<file path="config.mk">
export PLATFORM = sky130hd
export DESIGN_NAME = rob_expt_top
export DESIGN_NICKNAME = d
export VERILOG_FILES = /design/src/common/rob_expt_pkg.sv /design/src/hdl/expt_entry.sv /design/src/hdl/expt_oldest_select.sv /design/src/hdl/rob_expt_top.sv /design/src/hdl/ssf_tracker.sv
export VERILOG_INCLUDE_DIRS = /design/src /design/src/common
export SDC_FILE = /design/constraint.sdc
export NUM_CORES = 1
export LEC_CHECK = 0
export BUFFER_PORTS_ARGS = -buffer_cell sky130_fd_sc_hd__buf_4
export CAP_MARGIN = 20
export CORE_AREA = 2 2 197 199
export CTS_CLUSTER_SIZE = 10
export DETAILED_ROUTE_END_ITERATION = 8
export DIE_AREA = 0 0 199 201
export GPL_ROUTABILITY_DRIVEN = 0
export HOLD_SLACK_MARGIN = 0.1
export PLACE_DENSITY = 0.49
export REMOVE_ABC_BUFFERS = 1
export SLEW_MARGIN = 20
export SYNTH_ARGS = -nofsm -noshare
export SYNTH_HDL_FRONTEND = slang
export SYNTH_SLANG_ARGS = --single-unit
</file>
<file path="constraint.sdc">
create_clock -name entry_clk -period 5.5 [get_ports entry_clk]
set_clock_uncertainty 0.05 [all_clocks]
set_input_delay 1.1 -clock entry_clk [delete_from_list [all_inputs] [get_ports entry_clk]]
set_output_delay 1.1 -clock entry_clk [all_outputs]
set_load 0.01 [all_outputs]
</file>
<file path="src/common/rob_expt_cfg.svh">
// Width settings for the exception entry datapath, included by the package and the RTU modules
`ifndef ROB_EXPT_CFG_SVH
`define ROB_EXPT_CFG_SVH

// --------------------------------------------------------------------------
// Instruction ID
// --------------------------------------------------------------------------
// MSB is the wrap flag, low bits index the ROB
`define ROB_IID_W 7

// --------------------------------------------------------------------------
// Exception payload
// --------------------------------------------------------------------------
// Exception vector as seen at retire
`define ROB_EXPT_VEC_W 14

// Trap value, full XLEN
// pipe0 only fills the low 32 bits of it
`define ROB_MTVAL_W 64

`endif

</file>
<file path="src/common/rob_expt_pkg.sv">
// Shared types and the iid age rule for the ROB exception entry and split spec fail tracker
`default_nettype none

`include "rob_expt_cfg.svh"

package rob_expt_pkg;

  // Completion payload, common superset of all pipes
  typedef struct packed {
    logic [`ROB_IID_W-1:0]      iid;
    logic                       expt_vld;
    logic [`ROB_EXPT_VEC_W-1:0] expt_vec;
    logic [`ROB_MTVAL_W-1:0]    mtval;
    logic                       flush;
    logic                       spec_fail;
    logic                       bkpt;
    logic                       jmp_mispred;
    logic                       bht_mispred;
  } cmplt_info_t;

  // One completion port
  // Transfer happens when cmplt and abnormal are both high
  typedef struct packed {
    logic        cmplt;
    logic        abnormal;
    cmplt_info_t info;
  } cmplt_req_t;

  // Fields shown on the retire slot
  typedef struct packed {
    logic                       expt_vld;
    logic [`ROB_EXPT_VEC_W-1:0] expt_vec;
    logic [`ROB_MTVAL_W-1:0]    mtval;
    logic                       inst_flush;
    logic                       jmp_mispred;
    logic                       bht_mispred;
    logic                       bkpt;
    logic                       spec_fail;
    logic                       spec_fail_ssf;
    logic                       spec_fail_no_ssf;
  } retire_info_t;

  // Split spec fail report from an LSU pipe
  typedef struct packed {
    logic                  valid;
    logic [`ROB_IID_W-1:0] iid;
  } ssf_req_t;

  // Bit 1 set means not idle, bit 0 set means retiring
  typedef enum logic [1:0] {
    IDLE      = 2'b00,
    WF_RETIRE = 2'b10,
    RETIRING  = 2'b11
  } ssf_state_t;

  // Age compare across the wrap flag
  // returns 1 when iid_a is older than iid_b
  function automatic logic iid_older(
    input logic [`ROB_IID_W-1:0] iid_a,
    input logic [`ROB_IID_W-1:0] iid_b
  );
    logic same_wrap;
    same_wrap = (iid_a[`ROB_IID_W-1] == iid_b[`ROB_IID_W-1]);
    // Same lap, smaller index is older
    if (same_wrap)
      return iid_a[`ROB_IID_W-2:0] < iid_b[`ROB_IID_W-2:0];
    // Different lap, the one left behind has the larger index
    return iid_a[`ROB_IID_W-2:0] > iid_b[`ROB_IID_W-2:0];
  endfunction

endpackage

`default_nettype wire

</file>
<file path="src/hdl/expt_entry.sv">
// Single oldest-exception entry; registers the winning completion and drives retire exception fields
`timescale 1ns/1ns
`default_nettype none

module expt_entry (
  input  logic                       entry_clk,
  input  logic                       cpurst_b,
  input  logic                       flush,
  input  logic                       expt_cmplt,
  input  logic [4:0]                 write_sel,
  input  rob_expt_pkg::cmplt_info_t  entry_updt,
  input  logic                       retire_vld,
  input  logic                       retire_abnormal,
  input  logic                       split_spec_fail_flush,
  output logic                       entry_vld,
  output rob_expt_pkg::cmplt_info_t  entry_info,
  output rob_expt_pkg::retire_info_t retire_info
);

  // A pipe won the select, not the held entry
  logic info_load;

  assign info_load = |write_sel[4:1];

  // --------------------------------------------------------------------------
  // Entry valid
  // --------------------------------------------------------------------------
  // Flush first, then new completion, then abnormal retire
  always_ff @(posedge entry_clk or negedge cpurst_b)
  begin
    if (!cpurst_b)
      entry_vld <= 1'b0;
    else if (flush)
      entry_vld <= 1'b0;
    else if (expt_cmplt)
      entry_vld <= 1'b1;
    else if (retire_vld && retire_abnormal)
      entry_vld <= 1'b0;
  end

  // --------------------------------------------------------------------------
  // Entry payload
  // --------------------------------------------------------------------------
  // Only replaced by an older pipe completion
  always_ff @(posedge entry_clk)
  begin
    if (info_load)
      entry_info <= entry_updt;
  end

  // --------------------------------------------------------------------------
  // Retire view
  // --------------------------------------------------------------------------
  always_comb
  begin
    retire_info.expt_vld    = retire_abnormal && entry_info.expt_vld;
    retire_info.jmp_mispred = retire_abnormal && entry_info.jmp_mispred;
    retire_info.bht_mispred = retire_abnormal && entry_info.bht_mispred;
    retire_info.bkpt        = retire_abnormal && entry_info.bkpt;
    // Raw payload, consumer qualifies with expt_vld
    retire_info.expt_vec    = entry_info.expt_vec;
    retire_info.mtval       = entry_info.mtval;
    // Flush-only completion, or split spec fail on a normal retire
    retire_info.inst_flush  = (retire_abnormal && !entry_info.expt_vld && entry_info.flush)
                              || (!retire_abnormal && split_spec_fail_flush);
    // Two spec fail sources, kept apart for the flush unit
    retire_info.spec_fail_ssf    = !retire_abnormal && split_spec_fail_flush;
    retire_info.spec_fail_no_ssf = retire_abnormal && entry_info.spec_fail;
    retire_info.spec_fail        = retire_info.spec_fail_ssf
                                   || retire_info.spec_fail_no_ssf;
  end

endmodule

`default_nettype wire

</file>
<file path="src/hdl/expt_oldest_select.sv">
// Picks the oldest abnormal completion among pipe0/2/3/4 and the held entry for the expt entry write
`timescale 1ns/1ns
`default_nettype none

`include "rob_expt_cfg.svh"

module expt_oldest_select (
  input  rob_expt_pkg::cmplt_req_t  pipe0,
  input  rob_expt_pkg::cmplt_req_t  pipe2,
  input  rob_expt_pkg::cmplt_req_t  pipe3,
  input  rob_expt_pkg::cmplt_req_t  pipe4,
  input  logic                      entry_vld,
  input  logic [`ROB_IID_W-1:0]     entry_iid,
  output logic [4:0]                write_sel,
  output rob_expt_pkg::cmplt_info_t entry_updt,
  output logic                      expt_cmplt
);

  // Abnormal completions
  logic pipe0_vld;
  logic pipe2_vld;
  logic pipe3_vld;
  logic pipe4_vld;

  // Pairwise age, name reads "a older than b"
  logic p4_older_p3;
  logic p4_older_p2;
  logic p4_older_p0;
  logic p4_older_e;
  logic p3_older_p2;
  logic p3_older_p0;
  logic p3_older_e;
  logic p2_older_p0;
  logic p2_older_e;
  logic p0_older_e;

  assign pipe0_vld = pipe0.cmplt && pipe0.abnormal;
  assign pipe2_vld = pipe2.cmplt && pipe2.abnormal;
  assign pipe3_vld = pipe3.cmplt && pipe3.abnormal;
  assign pipe4_vld = pipe4.cmplt && pipe4.abnormal;

  assign expt_cmplt = pipe0_vld || pipe2_vld || pipe3_vld || pipe4_vld;

  // --------------------------------------------------------------------------
  // Age compare
  // --------------------------------------------------------------------------
  assign p4_older_p3 = rob_expt_pkg::iid_older(pipe4.info.iid, pipe3.info.iid);
  assign p4_older_p2 = rob_expt_pkg::iid_older(pipe4.info.iid, pipe2.info.iid);
  assign p4_older_p0 = rob_expt_pkg::iid_older(pipe4.info.iid, pipe0.info.iid);
  assign p4_older_e  = rob_expt_pkg::iid_older(pipe4.info.iid, entry_iid);
  assign p3_older_p2 = rob_expt_pkg::iid_older(pipe3.info.iid, pipe2.info.iid);
  assign p3_older_p0 = rob_expt_pkg::iid_older(pipe3.info.iid, pipe0.info.iid);
  assign p3_older_e  = rob_expt_pkg::iid_older(pipe3.info.iid, entry_iid);
  assign p2_older_p0 = rob_expt_pkg::iid_older(pipe2.info.iid, pipe0.info.iid);
  assign p2_older_e  = rob_expt_pkg::iid_older(pipe2.info.iid, entry_iid);
  assign p0_older_e  = rob_expt_pkg::iid_older(pipe0.info.iid, entry_iid);

  // --------------------------------------------------------------------------
  // One-hot select
  // --------------------------------------------------------------------------
  // Source wins when older than every other valid source
  assign write_sel[4] = pipe4_vld && (!pipe3_vld || p4_older_p3)
                        && (!pipe2_vld || p4_older_p2) && (!pipe0_vld || p4_older_p0)
                        && (!entry_vld || p4_older_e);
  assign write_sel[3] = pipe3_vld && (!pipe4_vld || !p4_older_p3)
                        && (!pipe2_vld || p3_older_p2) && (!pipe0_vld || p3_older_p0)
                        && (!entry_vld || p3_older_e);
  assign write_sel[2] = pipe2_vld && (!pipe4_vld || !p4_older_p2)
                        && (!pipe3_vld || !p3_older_p2) && (!pipe0_vld || p2_older_p0)
                        && (!entry_vld || p2_older_e);
  assign write_sel[1] = pipe0_vld && (!pipe4_vld || !p4_older_p0)
                        && (!pipe3_vld || !p3_older_p0) && (!pipe2_vld || !p2_older_p0)
                        && (!entry_vld || p0_older_e);
  // Held entry kept when nothing valid is older
  assign write_sel[0] = entry_vld && (!pipe4_vld || !p4_older_e)
                        && (!pipe3_vld || !p3_older_e) && (!pipe2_vld || !p2_older_e)
                        && (!pipe0_vld || !p0_older_e);

  // Winning pipe payload, zero when the held entry stays
  always_comb
  begin
    case (write_sel)
      5'b10000: entry_updt = pipe4.info;
      5'b01000: entry_updt = pipe3.info;
      5'b00100: entry_updt = pipe2.info;
      5'b00010: entry_updt = pipe0.info;
      default:  entry_updt = '0;
    endcase
  end

endmodule

`default_nettype wire

</file>
<file path="src/hdl/rob_expt_top.sv">
// ROB retire exception block top; trims pipe ports and connects select, entry and split spec fail FSM
`timescale 1ns/1ns
`default_nettype none

`include "rob_expt_cfg.svh"

module rob_expt_top (
  input  logic                       entry_clk,
  input  logic                       cpurst_b,
  input  rob_expt_pkg::cmplt_req_t   pipe0_cmplt,
  input  rob_expt_pkg::cmplt_req_t   pipe2_cmplt,
  input  rob_expt_pkg::cmplt_req_t   pipe3_cmplt,
  input  rob_expt_pkg::cmplt_req_t   pipe4_cmplt,
  input  rob_expt_pkg::ssf_req_t     pipe3_ssf,
  input  rob_expt_pkg::ssf_req_t     pipe4_ssf,
  input  logic                       retire_vld,
  input  logic                       retire_abnormal,
  input  logic [`ROB_IID_W-1:0]      retire_iid,
  input  logic                       retire_split,
  input  logic                       flush,
  output rob_expt_pkg::retire_info_t retire_info,
  output logic                       expt_entry_vld,
  output logic [`ROB_IID_W-1:0]      expt_entry_iid,
  output logic                       split_spec_fail_srt,
  output logic [`ROB_IID_W-1:0]      ssf_iid,
  output rob_expt_pkg::ssf_state_t   ssf_state
);

  // --------------------------------------------------------------------------
  // Port trimming
  // --------------------------------------------------------------------------
  // pipe0: 5-bit vector, 32-bit mtval, flush and bkpt
  localparam rob_expt_pkg::cmplt_req_t PIPE0_KEEP = '{
    cmplt: 1'b1, abnormal: 1'b1,
    info: '{iid: {`ROB_IID_W{1'b1}}, expt_vld: 1'b1,
            expt_vec: {{(`ROB_EXPT_VEC_W-5){1'b0}}, 5'h1f},
            mtval: {{(`ROB_MTVAL_W-32){1'b0}}, 32'hffff_ffff},
            flush: 1'b1, bkpt: 1'b1, default: '0}};
  // branch pipe, mispredicts only
  localparam rob_expt_pkg::cmplt_req_t PIPE2_KEEP = '{
    cmplt: 1'b1, abnormal: 1'b1,
    info: '{iid: {`ROB_IID_W{1'b1}}, jmp_mispred: 1'b1, bht_mispred: 1'b1, default: '0}};
  // LSU pipes, full exception fields plus spec fail
  localparam rob_expt_pkg::cmplt_req_t LSU_KEEP = '{
    cmplt: 1'b1, abnormal: 1'b1,
    info: '{iid: {`ROB_IID_W{1'b1}}, expt_vld: 1'b1, expt_vec: {`ROB_EXPT_VEC_W{1'b1}},
            mtval: {`ROB_MTVAL_W{1'b1}}, flush: 1'b1, spec_fail: 1'b1, default: '0}};

  rob_expt_pkg::cmplt_req_t  pipe0_req;
  rob_expt_pkg::cmplt_req_t  pipe2_req;
  rob_expt_pkg::cmplt_req_t  pipe3_req;
  rob_expt_pkg::cmplt_req_t  pipe4_req;
  logic [4:0]                write_sel;
  logic                      expt_cmplt;
  rob_expt_pkg::cmplt_info_t entry_updt;
  rob_expt_pkg::cmplt_info_t entry_info;
  logic                      split_spec_fail_flush;

  assign pipe0_req = pipe0_cmplt & PIPE0_KEEP;
  assign pipe2_req = pipe2_cmplt & PIPE2_KEEP;
  assign pipe3_req = pipe3_cmplt & LSU_KEEP;
  assign pipe4_req = pipe4_cmplt & LSU_KEEP;

  assign expt_entry_iid = entry_info.iid;

  expt_oldest_select expt_oldest_select_i (
    .pipe0      (pipe0_req),
    .pipe2      (pipe2_req),
    .pipe3      (pipe3_req),
    .pipe4      (pipe4_req),
    .entry_vld  (expt_entry_vld),
    .entry_iid  (entry_info.iid),
    .write_sel  (write_sel),
    .entry_updt (entry_updt),
    .expt_cmplt (expt_cmplt)
  );

  expt_entry expt_entry_i (
    .entry_clk             (entry_clk),
    .cpurst_b              (cpurst_b),
    .flush                 (flush),
    .expt_cmplt            (expt_cmplt),
    .write_sel             (write_sel),
    .entry_updt            (entry_updt),
    .retire_vld            (retire_vld),
    .retire_abnormal       (retire_abnormal),
    .split_spec_fail_flush (split_spec_fail_flush),
    .entry_vld             (expt_entry_vld),
    .entry_info            (entry_info),
    .retire_info           (retire_info)
  );

  ssf_tracker ssf_tracker_i (
    .entry_clk             (entry_clk),
    .cpurst_b              (cpurst_b),
    .flush                 (flush),
    .pipe3_ssf             (pipe3_ssf),
    .pipe4_ssf             (pipe4_ssf),
    .retire_vld            (retire_vld),
    .retire_iid            (retire_iid),
    .retire_split          (retire_split),
    .state                 (ssf_state),
    .ssf_iid               (ssf_iid),
    .srt                   (split_spec_fail_srt),
    .split_spec_fail_flush (split_spec_fail_flush)
  );

endmodule

`default_nettype wire

</file>
<file path="src/hdl/ssf_tracker.sv">
// Split load/store speculation fail FSM; tracks oldest failing split iid and flushes after it retires
`timescale 1ns/1ns
`default_nettype none

`include "rob_expt_cfg.svh"

module ssf_tracker (
  input  logic                     entry_clk,
  input  logic                     cpurst_b,
  input  logic                     flush,
  input  rob_expt_pkg::ssf_req_t   pipe3_ssf,
  input  rob_expt_pkg::ssf_req_t   pipe4_ssf,
  input  logic                     retire_vld,
  input  logic [`ROB_IID_W-1:0]    retire_iid,
  input  logic                     retire_split,
  output rob_expt_pkg::ssf_state_t state,
  output logic [`ROB_IID_W-1:0]    ssf_iid,
  output logic                     srt,
  output logic                     split_spec_fail_flush
);

  logic sm_start;
  logic ssf_inst_retire;
  logic retire_no_split;
  logic held_vld;
  logic p4_older_p3;
  logic p4_older_held;
  logic p3_older_held;
  logic p4_take;
  logic p3_take;
  logic held_take;
  rob_expt_pkg::ssf_state_t state_nxt;

  assign sm_start        = pipe3_ssf.valid || pipe4_ssf.valid;
  assign ssf_inst_retire = retire_vld && (retire_iid == ssf_iid);
  assign retire_no_split = retire_vld && !retire_split;
  assign held_vld        = (state != rob_expt_pkg::IDLE);

  // --------------------------------------------------------------------------
  // FSM
  // --------------------------------------------------------------------------
  // IDLE       nothing pending
  // WF_RETIRE  waiting for the failed split inst to retire
  // RETIRING   failed split inst retiring, flush at next non-split retire
  always_comb
  begin
    case (state)
      rob_expt_pkg::IDLE:
        state_nxt = sm_start ? rob_expt_pkg::WF_RETIRE : rob_expt_pkg::IDLE;
      rob_expt_pkg::WF_RETIRE:
        state_nxt = ssf_inst_retire ? rob_expt_pkg::RETIRING : rob_expt_pkg::WF_RETIRE;
      rob_expt_pkg::RETIRING:
        state_nxt = retire_no_split ? rob_expt_pkg::IDLE : rob_expt_pkg::RETIRING;
      default:
        state_nxt = rob_expt_pkg::IDLE;
    endcase
  end

  always_ff @(posedge entry_clk or negedge cpurst_b)
  begin
    if (!cpurst_b)
      state <= rob_expt_pkg::IDLE;
    else if (flush)
      state <= rob_expt_pkg::IDLE;
    else
      state <= state_nxt;
  end

  // Hold retire while anything is pending
  assign srt = state[1];
  assign split_spec_fail_flush = state[0] && retire_no_split;

  // --------------------------------------------------------------------------
  // Oldest failing iid
  // --------------------------------------------------------------------------
  assign p4_older_p3   = rob_expt_pkg::iid_older(pipe4_ssf.iid, pipe3_ssf.iid);
  assign p4_older_held = rob_expt_pkg::iid_older(pipe4_ssf.iid, ssf_iid);
  assign p3_older_held = rob_expt_pkg::iid_older(pipe3_ssf.iid, ssf_iid);

  // held iid only competes once the FSM left IDLE
  assign p4_take   = pipe4_ssf.valid && (!pipe3_ssf.valid || p4_older_p3)
                     && (!held_vld || p4_older_held);
  assign p3_take   = pipe3_ssf.valid && (!pipe4_ssf.valid || !p4_older_p3)
                     && (!held_vld || p3_older_held);
  assign held_take = held_vld && (!pipe4_ssf.valid || !p4_older_held)
                     && (!pipe3_ssf.valid || !p3_older_held);

  // Rewritten every cycle, zero when nothing selected
  always_ff @(posedge entry_clk)
  begin
    ssf_iid <= ({`ROB_IID_W{p4_take}} & pipe4_ssf.iid)
               | ({`ROB_IID_W{p3_take}} & pipe3_ssf.iid)
               | ({`ROB_IID_W{held_take}} & ssf_iid);
  end

endmodule

`default_nettype wire

</file>
# After elaboration in Yosys (flattened, before gate mapping)
# Cells that the tools add are included.
# word_totals
wordCells	213
register_bits	101
output_inout_bits	104
# classes
bitwise	5
reduce_logical	102
muxes	48
n_eq_ne	20
magnitude_cmp	26
# op_table
op	n
$pmux 91 s4	1
$gt 6x6->1	13
$lt 6x6->1	13
$mux 1	43
$logic_and 1x1->1	42
$logic_or 1x1->1	32
$logic_not 1->1	24
$and 7x7->7	3
$or 7x7->7	2
$eq 1x1->1	13
$eq 7x7->1	1
$mux 2	3
$pmux 2 s3	1
$eq 5x2->1 const B	1
$eq 5x3->1 const B	1
$eq 5x4->1 const B	1
$eq 5x5->1 const B	1
$eq 2x2->1 const B	2
$reduce_or 4->1	1
$reduce_bool 3->1	1
$logic_not 2->1	1
$reduce_bool 2->1	1

# Longest topological paths before layout
# Gate-level depths: netlist (run 1).
# depth
depth_word	11
mapped_depth	11
depth_no_buf	9

# Modules after synthesis
# A second synthesis (run 1) with hierarchy kept.
# unflattened
cells_unflattened	966
hier_area_um2	8725.9
# by_module_without_submodules
module	cells_each	area_per_inst_um2	seq_area_each_um2	n_inst
expt_oldest_select	666	4274.1	0.0	1
expt_entry	183	3423.3	2757.6	1
ssf_tracker	116	1024.7	190.2	1
rob_expt_top	1	3.8	0.0	1

# Least setup slack after synthesis (run 1)
# OpenSTA, ideal clock, no wires.
# synth_path
path_kind	input port to flip-flop
from	input pipe0_cmplt[87] in the netlist's numbering
to	register expt_entry_i.entry_info[0] (netlist name)
path_buffers	0
setup_time_ns	0.454
t_arrival_ns	4.951
slack_ns	0.045
cell_stages	8
cell_sequence	inv_1 -> ha_1 -> a211oi_1 -> nor2_1 -> or4_1 -> a31oi_1 -> nor4b_2 -> or4_1
# synth_between
elab_chain_cells	10
elab_cells_between_ends	37
classes_between	order compare (8); mux (8); reduce/logical (21)
# synth_rtl
element	line	source
start, declared	rob_expt_top.sv:10	input rob_expt_pkg::cmplt_req_t pipe0_cmplt,
$lt 6x6->1	rob_expt_pkg.sv:66	return iid_a[`ROB_IID_W-2:0] < iid_b[`ROB_IID_W-2:0];
$mux 1	rob_expt_pkg.sv:65	if (same_wrap)
$mux 1	rob_expt_pkg.sv:68	return iid_a[`ROB_IID_W-2:0] > iid_b[`ROB_IID_W-2:0];
$logic_not 1->1	expt_oldest_select.sv:71	assign write_sel[1] = pipe0_vld && (!pipe4_vld || !p4_older_p0)
$logic_or 1x1->1	expt_oldest_select.sv:71	
$logic_and 1x1->1	expt_oldest_select.sv:71	
$logic_and 1x1->1 (2 in series)	expt_oldest_select.sv:72	&& (!pipe3_vld || !p3_older_p0) && (!pipe2_vld || !p2_older_p0)
$logic_and 1x1->1	expt_oldest_select.sv:73	&& (!entry_vld || p0_older_e);
$reduce_or 4->1 *	expt_entry.sv:23	assign info_load = |write_sel[4:1];
named net expt_entry_i.info_load	expt_entry.sv:21	logic info_load;
# The timed path passes the listed nets; every way through them passes the cells marked *. The select of a mux whose other input is x is not followed.
# A chain may end at the register's enable or synchronous reset.

==> results of run 1 <==
## registers in the layout, indices dropped and copies added (netlist names)
register / cells
ssf_tracker_i.ssf_iid: 7
expt_entry_i.entry_vld: 1
expt_entry_i.entry_info: 91
ssf_tracker_i.state: 2
## power groups by stage
stage | sequential (mW) | clock [mW] | combinational (mW)
detailed placement | 1.23 | 0 | 1.40
global route | 1.24 | 0.789 | 1.51
floorplan | 1.33 | 0 | 0.542
global placement | 1.22 | 0 | 1.38
finish | 1.21 | 0.718 | 1.37
CTS | 1.21 | 0.756 | 1.40
## area by class of cell
| type | count | area (um^2) |
|---|---|---|
| timing repair buffer | 381 | 2890 |
| inverter | 85 | 319 |
| multi-input combinational | 415 | 3420 |
| sequential | 101 | 2950 |
| fill | 4076 | 27600 |
| clock buffer | 9 | 225 |
| clock inverter | 7 | 95.1 |
| tap | 518 | 648 |
## synth_stat cells (all sizes together), types with 11 or more instances
library cell    n
ha             78
clkbuf         13
a22oi          14
and2           11
edfxtp         91
nor2           17
nand2          33
inv            85
a22o           42
a222oi         39
buf           102
nand3          11
a21oi          24
xor2           17
## critical path, delay by kind of cell
family | cells | cell delay [ns]
AO/OA/AOI/OAI | 4 | 1.31
adder cells (fa/ha/maj) | 1 | 0.32
buffers and inverters | 4 | 1.00
multiplexers | 1 | 0.22
AND/OR/NAND/NOR | 1 | 0.17
## per-layer routing
metal	GRT usage, %	vias up	share of wire, %
met4	2.37	0	0.92
met3	3.02	16	7.3
li1	-	3189	-
met2	22.0	270	48
met5	0	-	0
met1	17.8	3155	44
## how the worst max path moves through the flow
stage	depth (start not counted)	end	startpoint	slack (ns)
3_3_place_gp	11	expt_entry_i.entry_info[31]	pipe0_cmplt[87]	1.13
4_1_cts	11	expt_entry_i.entry_info[44]	pipe0_cmplt[87]	1.49
2_1_floorplan	8	expt_entry_i.entry_info[0]	pipe0_cmplt[88]	-2.91
3_5_place_dp	11	expt_entry_i.entry_info[23]	pipe0_cmplt[87]	1.12
5_1_grt	11	expt_entry_i.entry_info[54]	pipe0_cmplt[87]	1.32
6_report	11	expt_entry_i.entry_info[23]	pipe3_cmplt[88]	1.40
## kinds of logic (layout without fill, tap and decap cells)
family                   after synthesis  in the layout  share of synthesized area (%)
AO/OA/AOI/OAI                        183            183                           20.1
XOR/XNOR                              21             21                           2.47
adder cells (fa/ha/maj)               78             78                           13.1
buffers and inverters                200            482                           14.7
flip-flops                           101            101                           39.6
multiplexers                           8              8                           1.11
AND/OR/NAND/NOR                      125            125                           8.90
==> flow_summary.ini, run 1 <==
[outcome]
status = finished clean

[pwr]
total_power_mw = 3.30
p_clk_share_pct = 21.7
leakage_nw = 5.06
p_int_mw = 2.16
p_sw_mw = 1.14
combPwrFrac_pct = 41.6
p_seq_share_pct = 36.7
p_sw_share_pct = 34.5
vdd_drop_max_mv = 0.194
power.density_mw_per_mm2 = 313

[finish]
fin_cells = 1516
drive_gt1_share_pct = 40.8
fin_nets = 1472
layout_commonest_cell = buf_4
area_growth_pct = 41.5
final_cell_mix = buf_4, edfxtp_1, inv_1
final_util_pct = 27.7
post-route-cell-area_mm2 = 0.0105
antenna_cells = 0

[setup_path]
r2r_setup_slack_ns = 2.06
crit_slowest_cell = buf_4
r2r-start = expt_entry_i.entry_info[88]
critPathRequiredTime_ns = 5.63
ff2ff_path_depth = 10
cp_slowest_stage_delay_ns = 0.59
arrival_ns = 4.23
crit_path_cell_trace = buf_4 > inv_1 > ha_1 > nand4_1 > a21oi_1 > a211oi_1 > mux2i_1 > a2111oi_4 > buf_4 > a222oi_1 > inv_1
reg2reg_to = expt_entry_i.entry_info[54]
timing_worst_setup_path_type = in2reg
critPathMaxFanout = 59
startpoint_type = input pin
endpoint_kind = register

[sta]
min_period_over_period_pct = 74.5
final-max-slew-violation-count = 0
rsz0062_at_grt = false
slew_headroom_pct = 51.7
timing.hold.ws_ns = 0.469
setup_viol = 0
setup_tns_ns = 0
timing.fmax_ghz = 0.244
fin_ws_ns = 1.40
fin_crit_ns = 4.10
worst_pin_slew_ns = 0.724
hold_viol_final = 0

[floorplanning]
initial_core_util_pct = 19.6
core_area_mm2 = 0.0381
die-area_mm2 = 0.0400
dieHeight_um = 201
ios = 505
rows = 72
die_w_um = 199

[yosys]
synth-seq-cells = 101
yosys_warnings = 0
synth_flop_cell = edfxtp_1
yosys.cell_types.count = 55
yosys.area.top_type = edfxtp_1
yosysSeqAreaShare_pct = 39.6
synth_area_leaders = edfxtp_1, ha_1, buf_4
synthArstFlopShare_pct = 2.97
synth_area_per_cell_um2 = 10.4
netlist.area_leader.share_pct = 36.7
netlist_area_mm2 = 0.00745
syn_inst = 716
synth_edf_count = 91

[global_routing]
track_usage_pct = 13.3
grt_pass1_wl_mm = 40.0
grt_max_degree = 89
grt-ovfl-total = 0
grt_pass1_vias = 6451
antenna_found_initial = 0

[clocking]
cts_buffers = 9
clkSinkCount = 101
cts_resized = 0
post_cts_buffers = 0
cts_tree = done
cts_max_level = 3
cts-root-buf = clkbuf_16
clock_latency_ns = 0.35
hold_buffers = 0
clk_path_buf_depth = 2
clk_pin_slew_ns = 0.08

[drt]
drt_iter0_drc = 512
drc_errors = 0
drt_wl_total_mm = 27.4
drtAntennaViolNets = 0
vias = 6630
avgRoutedWirePerCell_um = 18.1
drt_first_pass_iters = 6
viasPerCell = 4.37

[place]
dpl.hpwl_mm = 21.7
place_area_mm2 = 0.0102
place_inst = 1500
pre_cts_slack_ns = 1.12
portBuffers = 372

[job]
maxCapViolCount = 0

[min_path]
hold_path.class = in2async
(Power assumes the default switching activity.)
==> run 2: changes to the inputs <==
clock period = 3.9 ns   (was 5.5 ns; I/O delays follow)
==> run 2 against run 1 <==
  * Sequential share of layout area shrank 0.36 points
  * Sequential cell count stayed put
  * Combinational power is 46% higher
  * Highest routed layer unchanged
  * Die area stayed put
  * Largest power group unchanged
  * Clock power grew 35%
  * Cell count rose by 0.99%
  * Core utilization up 0.36 points
  * Count of clock-buffer cells in the layout increased by 1
  * Final area rose by 1.3%
  * Total power rose by 42%
==> flow_summary.ini, run 2 (synthesis gave the netlist of run 1 again) <==
[setup_path]
crit_slowest_cell = or4_4
crit_path_cell_trace = buf_4 > inv_1 > ha_1 > a211oi_1 > nor2_1 > or4_1 > a31oi_1 > nor4_2 > or4_4 > buf_12
arrival_ns = 3.37
worst-path-buf-inv = 3
cp_slowest_stage_delay_ns = 0.61
startpoint_type = input pin
critPathMaxFanout = 43
path_delay_family = simple AND/OR/NAND/NOR gates
endpoint_kind = register
timing_worst_setup_path_type = in2reg
critPathRequiredTime_ns = 3.94
r2r_setup_slack_ns = 0.76

[sta]
setup_viol = 0
slew_headroom_pct = 42.5
rsz0062_at_grt = false
hold_viol_final = 0
min_period_over_period_pct = 85.6
final-max-slew-violation-count = 0
fin_crit_ns = 3.34
timing.hold.ws_ns = 0.141
timing.fmax_ghz = 0.300
worst_pin_slew_ns = 0.848
setup_tns_ns = 0

[place]
place_area_mm2 = 0.0104
dpl.hpwl_mm = 22.5
portBuffers = 372

[pwr]
leakage_nw = 5.13
power.density_mw_per_mm2 = 439
vdd_drop_max_mv = 0.204

[finish]
final_cell_mix = buf_4, edfxtp_1, inv_1
largestRegisters = expt_entry_i.entry_info x91, ssf_tracker_i.ssf_iid x7, ssf_tracker_i.state x2
layout_commonest_cell = buf_4
largest_reg_flops = 91
largest_register = expt_entry_i.entry_info
fin_nets = 1486
post-route-cell-area_mm2 = 0.0107
nFillCells = 4074
drive_gt1_share_pct = 41.6
area_growth_pct = 43.3

[drt]
drt_first_pass_iters = 9
drt_wl_total_mm = 27.9
vias = 6750
drt_iter0_drc = 520
avgRoutedWirePerCell_um = 18.2
drtAntennaViolNets = 0
viasPerCell = 4.41
drc_errors = 0

[clocking]
clkSinkCount = 101
hold_buffers = 0
cts-root-buf = clkbuf_16
clock_latency_ns = 0.36
cts_buffers = 9
post_cts_buffers = 0
cts_resized = 0
clk_path_buf_depth = 2
clk_pin_slew_ns = 0.08
cts_tree = done
cts_max_level = 3

[floorplanning]
die-area_mm2 = 0.0400
dieHeight_um = 201
initial_core_util_pct = 19.6
ios = 505
core_area_mm2 = 0.0381
rows = 72
die_w_um = 199

[global_routing]
grt_pass1_vias = 6570
met1_usage_pct = 17.5
grt_pass1_wl_mm = 40.1
met3_usage_pct = 3.38
track_usage_pct = 13.5
grt_max_degree = 55
top_usage_layer = met2
use_met2_pct = 22.5
grt-ovfl-total = 0
antenna_found_initial = 0

[outcome]
status = finished clean

[min_path]
hold_path.class = in2async

[job]
maxCapViolCount = 0
-- run 2: cell types whose count changed in the layout (fill, tap and decap cells not counted), sizes merged --
| cell | previous run | this run |
|---|---|---|
| buf | 381 | 395 |
| clkinv | 3 | 1 |
| clkinvlp | 0 | 2 |
| bufinv | 2 | 1 |
| clkbuf | 9 | 10 |
| diode | 0 | 1 |
-- run 2: final cells by class --
cell class | instances | area [um^2] | share of cell area [%]
multi-input combinational | 415 | 3420 | 32.1
tap | 518 | 648 | 6.07
antenna | 1 | 2.50 | 0.0234
inverter | 85 | 319 | 2.99
sequential | 101 | 2950 | 27.6
clock buffer | 10 | 229 | 2.14
timing repair buffer | 395 | 3040 | 28.5
clock inverter | 6 | 70.1 | 0.656
-- run 2: routing by layer --
layer,share of wire (%),up-vias
met1,43,3211
met5,0,-
met4,1.1,0
li1,-,3213
met3,8.3,25
met2,47,301
-- run 2: metrics by stage --
step                utilization, %  power (mW)  setup slack [ns]  std cells
floorplan                        -        2.64             -4.19        601
global placement              27.2        3.74             0.216       1514
detailed placement            27.2        3.77             0.195       1514
CTS                           28.0        4.77             0.583       1530
global route                  28.0        4.98             0.335       1530
finish                        28.0        4.68             0.563       1531
-- run 2: final timing paths --
check                                             from                          end  cells after the start
max in group asynchronous                     cpurst_b       ssf_tracker_i.state[0]                      1
setup reg to reg           expt_entry_i.entry_info[87]  expt_entry_i.entry_info[78]                     11
min in group entry_clk                           flush       expt_entry_i.entry_vld                      2
hold / removal                                cpurst_b       expt_entry_i.entry_vld                      1
setup / recovery                       pipe0_cmplt[87]   expt_entry_i.entry_info[8]                     10
hold reg to reg                 ssf_tracker_i.state[1]       ssf_tracker_i.state[0]                      2
-- run 2: report_power, final --
part | switching (mW) | internal (mW) | total, mW | leakage, nW
clock | 0.461 | 0.506 | 0.967 | 0.141
sequential | 0.130 | 1.58 | 1.71 | 1.02
combinational | 1.05 | 0.955 | 2.00 | 3.97
